$ cat src/excTypesPkg.sv
package excTypesPkg;

  typedef logic [31:0] pcT;  // Program counter value
  typedef logic [6:0] vectorT;  // One-hot exception vector

  // Bit positions inside vectorT, lowest priority at bit 0
  localparam int VEC_RESET = 0;
  localparam int VEC_UNDEF = 1;
  localparam int VEC_SWI = 2;
  localparam int VEC_PABORT = 3;
  localparam int VEC_DABORT = 4;
  localparam int VEC_IRQ = 5;
  localparam int VEC_FIQ = 6;

  // Offset from PCD that goes into the link register
  typedef enum logic [1:0] {
    PC_PLUS8 = 2'd0,  // Normal flow
    PC_PLUS0 = 2'd1,  // E-stage exceptions and data abort
    PC_PLUS4 = 2'd2   // IRQ and FIQ
  } pcSelT;

  // Byte offset for a PC select code
  function automatic pcT pcOffset(pcSelT sel);
    case (sel)
      PC_PLUS0: pcOffset = 32'd0;
      PC_PLUS4: pcOffset = 32'd4;
      default:  pcOffset = 32'd8;
    endcase
  endfunction

endpackage

$ cat src/pipeCtrlPkg.sv
package pipeCtrlPkg;

  typedef logic [3:0] stageMaskT;  // Flush mask, one bit per stage

  // Stage positions inside stageMaskT
  localparam int MASK_W = 0;
  localparam int MASK_M = 1;
  localparam int MASK_E = 2;
  localparam int MASK_D = 3;

  // Where the pipeline-clear token currently sits
  typedef enum logic [1:0] {
    TOK_IDLE = 2'd0,
    TOK_D = 2'd1,
    TOK_E = 2'd2,
    TOK_M = 2'd3
  } tokenStageT;

endpackage

$ cat src/pipeFlushIf.sv
`timescale 1ns/1ns

// Levels between the exception handler and the clear-token pipe
interface pipeFlushIf;

  logic clearF;  // Insert a clear token at F
  pipeCtrlPkg::stageMaskT flushMask;  // Per-stage flush
  logic stallD;  // Hold the D stage
  logic clearD;  // Token held in D
  logic clearM;  // Token reached M

  modport handler(
    output clearF, flushMask, stallD,
    input clearD, clearM
  );

  modport token(
    input clearF, flushMask, stallD,
    output clearD, clearM
  );

endinterface

$ cat src/exceptionHandler.sv
`timescale 1ns/1ns

module exceptionHandler (
  input  logic clk,
  input  logic rstN,
  input  logic undefInstrE,
  input  logic swiE,
  input  logic prefetchAbortE,
  input  logic dataAbort,
  input  logic irq,
  input  logic fiq,
  input  logic irqEnabled,
  input  logic fiqEnabled,
  pipeFlushIf.handler flushBus,
  output logic undefInstrM,
  output logic swiM,
  output logic prefetchAbortM,
  output logic dataAbortCycle2,
  output logic irqAssert,
  output logic fiqAssert,
  output logic resetMicrop
);

  logic irqEnSync;  // Status bits seen one clock late
  logic fiqEnSync;
  logic fiqReq;
  logic irqReq;
  logic excE;  // Any E-stage exception
  logic clearF;
  logic stallD;
  pipeCtrlPkg::stageMaskT flushMask;

  // Reports move to M, data abort becomes the abort signal for the rest of the core
  always_ff @(posedge clk) begin
    if (!rstN) begin
      undefInstrM <= 1'b0;
      swiM <= 1'b0;
      prefetchAbortM <= 1'b0;
      dataAbortCycle2 <= 1'b0;
    end else begin
      undefInstrM <= undefInstrE;
      swiM <= swiE;
      prefetchAbortM <= prefetchAbortE;
      dataAbortCycle2 <= dataAbort;
    end
  end

  // Status register writes land mid-cycle, so line them up with the edge
  always_ff @(posedge clk) begin
    if (!rstN) begin
      irqEnSync <= 1'b0;
      fiqEnSync <= 1'b0;
    end else begin
      irqEnSync <= irqEnabled;
      fiqEnSync <= fiqEnabled;
    end
  end

  assign excE = undefInstrE | swiE | prefetchAbortE;
  assign fiqReq = fiq & fiqEnSync;
  assign irqReq = irq & irqEnSync;

  // Fixed priority: data abort, E-stage exception, FIQ, IRQ
  always_comb begin
    clearF = 1'b0;
    stallD = 1'b0;
    flushMask = '0;
    irqAssert = 1'b0;
    fiqAssert = 1'b0;
    if (dataAbort || dataAbortCycle2) begin
      // Caught in M, only one of the two is high at a time since M gets flushed
      flushMask[pipeCtrlPkg::MASK_D] = 1'b1;
      flushMask[pipeCtrlPkg::MASK_E] = dataAbort;  // Stall overrides flush of D
      flushMask[pipeCtrlPkg::MASK_M] = 1'b1;
      flushMask[pipeCtrlPkg::MASK_W] = 1'b1;
      stallD = dataAbort;
    end else if (excE) begin
      // Caught in E, last good instruction in M still retires
      flushMask[pipeCtrlPkg::MASK_D] = 1'b1;
      flushMask[pipeCtrlPkg::MASK_M] = 1'b1;
    end else if (fiqReq || irqReq) begin
      // Token walks down while D holds, all older work drains past W
      clearF = ~flushBus.clearM;  // Stop once the token is in M
      flushMask[pipeCtrlPkg::MASK_D] = flushBus.clearD & flushBus.clearM;
      flushMask[pipeCtrlPkg::MASK_E] = flushBus.clearD & ~flushBus.clearM;  // Bubble into E
      stallD = flushBus.clearD & ~flushBus.clearM;
      fiqAssert = fiqReq & flushBus.clearM;
      irqAssert = ~fiqReq & flushBus.clearM;  // FIQ wins
    end
  end

  assign flushBus.clearF = clearF;
  assign flushBus.stallD = stallD;
  assign flushBus.flushMask = flushMask;
  assign resetMicrop = dataAbort;  // Abandon any micro-op sequence

endmodule

$ cat src/clearTokenPipe.sv
`timescale 1ns/1ns

module clearTokenPipe (
  input  logic clk,
  input  logic rstN,
  pipeFlushIf.token flushBus
);

  pipeCtrlPkg::tokenStageT tokState;
  pipeCtrlPkg::tokenStageT tokNext;

  // The D copy of the token stays only while the stall holds it
  always_comb begin
    tokNext = tokState;
    if (flushBus.flushMask[pipeCtrlPkg::MASK_M]) begin
      tokNext = pipeCtrlPkg::TOK_IDLE;  // Abort or E exception kills the token
    end else begin
      case (tokState)
        pipeCtrlPkg::TOK_IDLE: begin
          if (flushBus.clearF) tokNext = pipeCtrlPkg::TOK_D;
        end
        pipeCtrlPkg::TOK_D: begin
          tokNext = flushBus.stallD ? pipeCtrlPkg::TOK_E : pipeCtrlPkg::TOK_IDLE;
        end
        pipeCtrlPkg::TOK_E: begin
          tokNext = flushBus.stallD ? pipeCtrlPkg::TOK_M : pipeCtrlPkg::TOK_IDLE;
        end
        default: tokNext = pipeCtrlPkg::TOK_IDLE;  // One cycle in M, then done
      endcase
    end
  end

  always_ff @(posedge clk) begin
    if (!rstN) tokState <= pipeCtrlPkg::TOK_IDLE;
    else tokState <= tokNext;
  end

  // D keeps its copy until the token has reached M
  assign flushBus.clearD = (tokState != pipeCtrlPkg::TOK_IDLE);
  assign flushBus.clearM = (tokState == pipeCtrlPkg::TOK_M);

endmodule

$ cat src/vectorUnit.sv
`timescale 1ns/1ns

module vectorUnit #(
  parameter excTypesPkg::pcT RESET_PC = 32'h0000_0000
) (
  input  logic clk,
  input  logic rstN,
  input  logic irqAssert,
  input  logic fiqAssert,
  input  logic dataAbortCycle2,
  input  logic prefetchAbortE,
  input  logic swiE,
  input  logic undefInstrE,
  input  excTypesPkg::pcT pcD,
  output excTypesPkg::vectorT pcVector,
  output excTypesPkg::pcSelT pcInSelect,
  output logic savePc,
  output excTypesPkg::pcT linkPc
);

  // One-hot vector, the fetch unit picks the top set bit
  always_comb begin
    pcVector = '0;
    pcVector[excTypesPkg::VEC_FIQ] = fiqAssert;
    pcVector[excTypesPkg::VEC_IRQ] = irqAssert;
    pcVector[excTypesPkg::VEC_DABORT] = dataAbortCycle2;
    pcVector[excTypesPkg::VEC_PABORT] = prefetchAbortE;
    pcVector[excTypesPkg::VEC_SWI] = swiE;
    pcVector[excTypesPkg::VEC_UNDEF] = undefInstrE;
    pcVector[excTypesPkg::VEC_RESET] = ~rstN;
  end

  assign savePc = |pcVector;

  always_comb begin
    if (irqAssert || fiqAssert) begin
      pcInSelect = excTypesPkg::PC_PLUS4;  // Interrupted instruction sits in D
    end else if (prefetchAbortE || swiE || undefInstrE || dataAbortCycle2) begin
      pcInSelect = excTypesPkg::PC_PLUS0;
    end else begin
      pcInSelect = excTypesPkg::PC_PLUS8;
    end
  end

  // Link address, kept until the next exception
  always_ff @(posedge clk) begin
    if (!rstN) begin
      linkPc <= RESET_PC;
    end else if (savePc) begin
      linkPc <= pcD + excTypesPkg::pcOffset(pcInSelect);
    end
  end

endmodule

$ cat src/excSubsystem.sv
`timescale 1ns/1ns

module excSubsystem #(
  parameter excTypesPkg::pcT RESET_PC = 32'h0000_0000
) (
  input  logic clk,
  input  logic rstN,
  input  logic undefInstrE,
  input  logic swiE,
  input  logic prefetchAbortE,
  input  logic dataAbort,
  input  logic irq,
  input  logic fiq,
  input  logic irqEnabled,
  input  logic fiqEnabled,
  input  excTypesPkg::pcT pcD,
  output logic undefInstrM,
  output logic swiM,
  output logic prefetchAbortM,
  output logic dataAbortCycle2,
  output logic irqAssert,
  output logic fiqAssert,
  output logic flushD,
  output logic flushE,
  output logic flushM,
  output logic flushW,
  output logic stallD,
  output logic resetMicrop,
  output logic savePc,
  output excTypesPkg::vectorT pcVector,
  output excTypesPkg::pcSelT pcInSelect,
  output excTypesPkg::pcT linkPc
);

  pipeFlushIf flushBus ();

  exceptionHandler uHandler (
    .clk(clk),
    .rstN(rstN),
    .undefInstrE(undefInstrE),
    .swiE(swiE),
    .prefetchAbortE(prefetchAbortE),
    .dataAbort(dataAbort),
    .irq(irq),
    .fiq(fiq),
    .irqEnabled(irqEnabled),
    .fiqEnabled(fiqEnabled),
    .flushBus(flushBus.handler),
    .undefInstrM(undefInstrM),
    .swiM(swiM),
    .prefetchAbortM(prefetchAbortM),
    .dataAbortCycle2(dataAbortCycle2),
    .irqAssert(irqAssert),
    .fiqAssert(fiqAssert),
    .resetMicrop(resetMicrop)
  );

  clearTokenPipe uTokenPipe (
    .clk(clk),
    .rstN(rstN),
    .flushBus(flushBus.token)
  );

  vectorUnit #(.RESET_PC(RESET_PC)) uVector (
    .clk(clk),
    .rstN(rstN),
    .irqAssert(irqAssert),
    .fiqAssert(fiqAssert),
    .dataAbortCycle2(dataAbortCycle2),
    .prefetchAbortE(prefetchAbortE),
    .swiE(swiE),
    .undefInstrE(undefInstrE),
    .pcD(pcD),
    .pcVector(pcVector),
    .pcInSelect(pcInSelect),
    .savePc(savePc),
    .linkPc(linkPc)
  );

  // Flush mask out to one wire per stage
  assign flushD = flushBus.flushMask[pipeCtrlPkg::MASK_D];
  assign flushE = flushBus.flushMask[pipeCtrlPkg::MASK_E];
  assign flushM = flushBus.flushMask[pipeCtrlPkg::MASK_M];
  assign flushW = flushBus.flushMask[pipeCtrlPkg::MASK_W];
  assign stallD = flushBus.stallD;

endmodule

$ cat config.mk
export PLATFORM = sky130hd
export DESIGN_NAME = excSubsystem
export DESIGN_NICKNAME = d
export VERILOG_FILES = /design/src/excTypesPkg.sv /design/src/pipeCtrlPkg.sv /design/src/pipeFlushIf.sv /design/src/exceptionHandler.sv /design/src/clearTokenPipe.sv /design/src/vectorUnit.sv /design/src/excSubsystem.sv
export SDC_FILE = /design/constraint.sdc
export NUM_CORES = 1
export LEC_CHECK = 0
export BUFFER_PORTS_ARGS = -buffer_cell sky130_fd_sc_hd__buf_2
export CORE_ASPECT_RATIO = 0.7
export CORE_UTILIZATION = 37
export CTS_BUF_LIST = sky130_fd_sc_hd__clkbuf_8 sky130_fd_sc_hd__clkbuf_16
export DETAILED_ROUTE_END_ITERATION = 7
export GPL_ROUTABILITY_DRIVEN = 0
export PLACE_DENSITY = 0.76
export SETUP_SLACK_MARGIN = 0.05
export SLEW_MARGIN = 10
export SYNTH_ARGS = -nofsm -noshare
export SYNTH_HDL_FRONTEND = slang
export SYNTH_HIERARCHICAL = 1
export SYNTH_SLANG_ARGS = --single-unit
export TNS_END_PERCENT = 5
$ cat constraint.sdc
create_clock -name clk -period 3.6 [get_ports clk]
set_input_delay 0.9 -clock clk [delete_from_list [all_inputs] [get_ports clk]]
set_output_delay 0.9 -clock clk [all_outputs]
set_load 0.03 [all_outputs]
==> metrics.txt <==
Slew @ Worst Pin=499 ps; GRT overflow=0; Clock Root Buffer=clkbuf_8; number of I/O pins=96; Top FF cell, synth=dfxtp_1; Fin Setup TNS=0 ps; Cells after Synth=265; WP data arrival=2400 ps; DR iter-0 viols=191; status=completed; Final WS setup=296 ps; Synth top area share=0.364; fin crit period=3300 ps; pre-CTS setup slack=3.25 ps; RSZ-0062 raised after global routing=false; commonest cells in the netlist=dfxtp_1 (40), nand2_1 (24), nor2_1 (18), o21ai_0 (18); crit end category=output pin; Avg Vias per Cell=5.42; die area=6260 µm²; Crit path largest cell delay=230 ps; highest clock rate=0.303 GHz; cts repair resizes=0; Worst path slowest cell=nor3b_4; CTS Hold Bufs=0; Worst Setup SP=prefetchAbortE; Clock Latency Late Sink=300 ps; Synth area leaders=dfxtp_1 (36%), o21ai_0 (4.1%), nand2_1 (4.1%); Die Wd=94.1 µm; DR vias=2,376; CP max FO=10; CP delay by family, top=simple AND/OR/NAND/NOR gates; clock transition at the registers of the reported paths=80 ps; Setup Skew=2.76 ps; #FFs+latches synth=40; Pleak=1.28 nW; final wirelength=6.19 mm; initial antenna violation count=0; syn nets=310; Final Hold Viols=0; Initial Util=0.384; Detail Route Antenna Nets=0; post-synthesis sequential area ratio=0.364; depth of the CTS H-tree=2; synthesized cell area=2200 µm²; Worst Hold Class=flip-flop to flip-flop; layout cells sized above 1=0.372; CP required=2700 ps; WL/cell=14.1 µm; DRC=0; YS warnings=6; Buf/Inv on CP=5; # rows=23; PnR Total Power=1.12 mW; most numerous cell in the Yosys netlist=dfxtp_1; CP cell instances=buf_2 -> nor3_4 -> nand3_2 -> nor3b_4 -> nor2_2 -> nand2_1 -> inv_1 -> buf_4 -> buf_4 -> nand2_1 -> buf_2; Post-synth ARST share=0; 1st-pass router iterations=5; worst rel slew slack=0.668; DP HPWL=4.63 mm; Crit path depth=11; setup bufs post-CTS=0; Worst R2R Path Depth=11; Setup crit end=savePc; Max-Cap Viols=0; area grow syn2layout=33.3%; Post-synth EDFFs=0; pin count of the biggest net entering global routing=57; fin util=0.511; worst-case clock buffer depth=2; Chip Height=66.5 µm; R2R setup slack=580 ps; number of global-route vias before repair=2,066; antenna cells=0; Mapped Avg Cell Area=8.29 µm²; I/O Buffers=95; reg2reg start=uTokenPipe/tokState[1]$_SDFFE_PP0P_; CTS Sinks=40; Synth cell types=49; Cell Pwr Density=381 nW/µm²; first-pass GRT wire length=9.83 mm; critical path class=input port to output pin; CORE AREA=5730 µm²; end of the worst register-to-register path=uVector/linkPc[19]$_SDFFE_PN0P_; cts bufs inserted=5; Startpoint Class=input port; final worst-path cycle share=0.918; count of final setup violators=0; nets@finish=407; VDD IR max=0.000173 V; area leader, netlist=dfxtp_1; fin. max-slew vios=0; CTS tree=done; Overall Global Routing Usage=0.204
## per-stage QoR
stage / area (µm²) / hold slack, ps / cells
after global routing: 2930 / 481 / 438
after floorplan: 2230 / 464 / 265
final: 2930 / 455 / 438
after CTS: 2930 / 460 / 438
after global placement: 2800 / 438 / 430
after detailed placement: 2800 / 446 / 430
## state kept, by name, indices dropped and copies added, names as in the netlist
signal / flops
uHandler/undefInstrM: 1
uHandler/dataAbortCycle2: 1
uHandler/irqEnSync: 1
uVector/linkPc: 32
uTokenPipe/tokState: 2
uHandler/prefetchAbortM: 1
uHandler/swiM: 1
uHandler/fiqEnSync: 1
## worst reg2reg max path: stages (launching register included)
cell and delay (ps):
dfxtp_1 420, and2_2 240, nand3_2 120, nor3b_4 230
nor2_2 100, nand2_1 90, inv_1 60, ha_1 280
a21oi_2 60, or4_4 590, or4_1 500, a311oi_1 240
## cell families (layout without fill, tap and decap cells)
group / after synthesis / count (layout) / share of synthesized area
buf+inv: 30 / 128 / 0.0655
simple gates: 112 / 112 / 0.300
fa+ha+maj: 3 / 3 / 0.0205
mux: 1 / 1 / 0.00456
compound gates: 65 / 65 / 0.190
xor+xnor: 14 / 14 / 0.0558
flops: 40 / 40 / 0.364
## cell usage in the layout, fill, tap and decap left out, types with 2 or more instances in the layout
master and instances:
clkbuf_8 7, a21oi_1 10, nor2_2 3, nor2_1 15
buf_4 17, a31oi_1 9, or3_1 4, or4_1 8
o31ai_1 8, o311ai_0 2, nand3_1 12, buf_2 95
xor2_1 4, nand3_2 2, nor3_1 4, inv_1 7
nand2_1 24, nand4_1 7, o21ai_0 18, a311oi_1 3
nor4_1 7, ha_1 2, xnor2_1 10, and4_1 2
dfxtp_1 40, and2_1 8, a211oi_1 9
## where the power goes
part | switching, mW | internal (mW) | total (mW)
registers | 0.0130 | 0.470 | 0.483
logic | 0.149 | 0.0740 | 0.223
clock network | 0.164 | 0.245 | 0.409
total | 0.326 | 0.789 | 1.12
## layer usage
| metal | track usage | vias up | part of all wire |
|---|---|---|---|
| met3 | 0.0457 | 7 | 0.077 |
| met4 | 0.0692 | 0 | 0.0089 |
| li1 | - | 1177 | - |
| met2 | 0.319 | 95 | 0.44 |
| met1 | 0.277 | 1097 | 0.47 |
| met5 | 0 | - | 0 |
## layout make-up
| class | instances | area (µm²) |
|---|---|---|
| Timing Repair Buffer | 112 | 603 |
| Clock inverter | 1 | 30.0 |
| Tap cell | 75 | 93.8 |
| Sequential cell | 40 | 801 |
| Fill cell | 569 | 2800 |
| Clock buffer | 7 | 96.3 |
| Inverter | 8 | 30.0 |
| Multi-Input combinational cell | 195 | 1270 |
## how the worst min path moves through the flow
| stage | slack, ps | cells past startpoint | end | start |
|---|---|---|---|---|
| floorplan | 460 | 1 | uTokenPipe/tokState[0]$_SDFFE_PP0P_ | uTokenPipe/tokState[0]$_SDFFE_PP0P_ |
| global placement | 440 | 2 | uVector/linkPc[0]$_SDFFE_PN0P_ | uVector/linkPc[0]$_SDFFE_PN0P_ |
| detailed placement | 450 | 2 | uVector/linkPc[0]$_SDFFE_PN0P_ | uVector/linkPc[0]$_SDFFE_PN0P_ |
| CTS | 460 | 2 | uVector/linkPc[1]$_SDFFE_PN0P_ | uVector/linkPc[1]$_SDFFE_PN0P_ |
| global route | 480 | 2 | uVector/linkPc[0]$_SDFFE_PN0P_ | uVector/linkPc[0]$_SDFFE_PN0P_ |
| finish | 460 | 2 | uVector/linkPc[0]$_SDFFE_PN0P_ | uVector/linkPc[0]$_SDFFE_PN0P_ |
(Power assumes the default switching activity.)
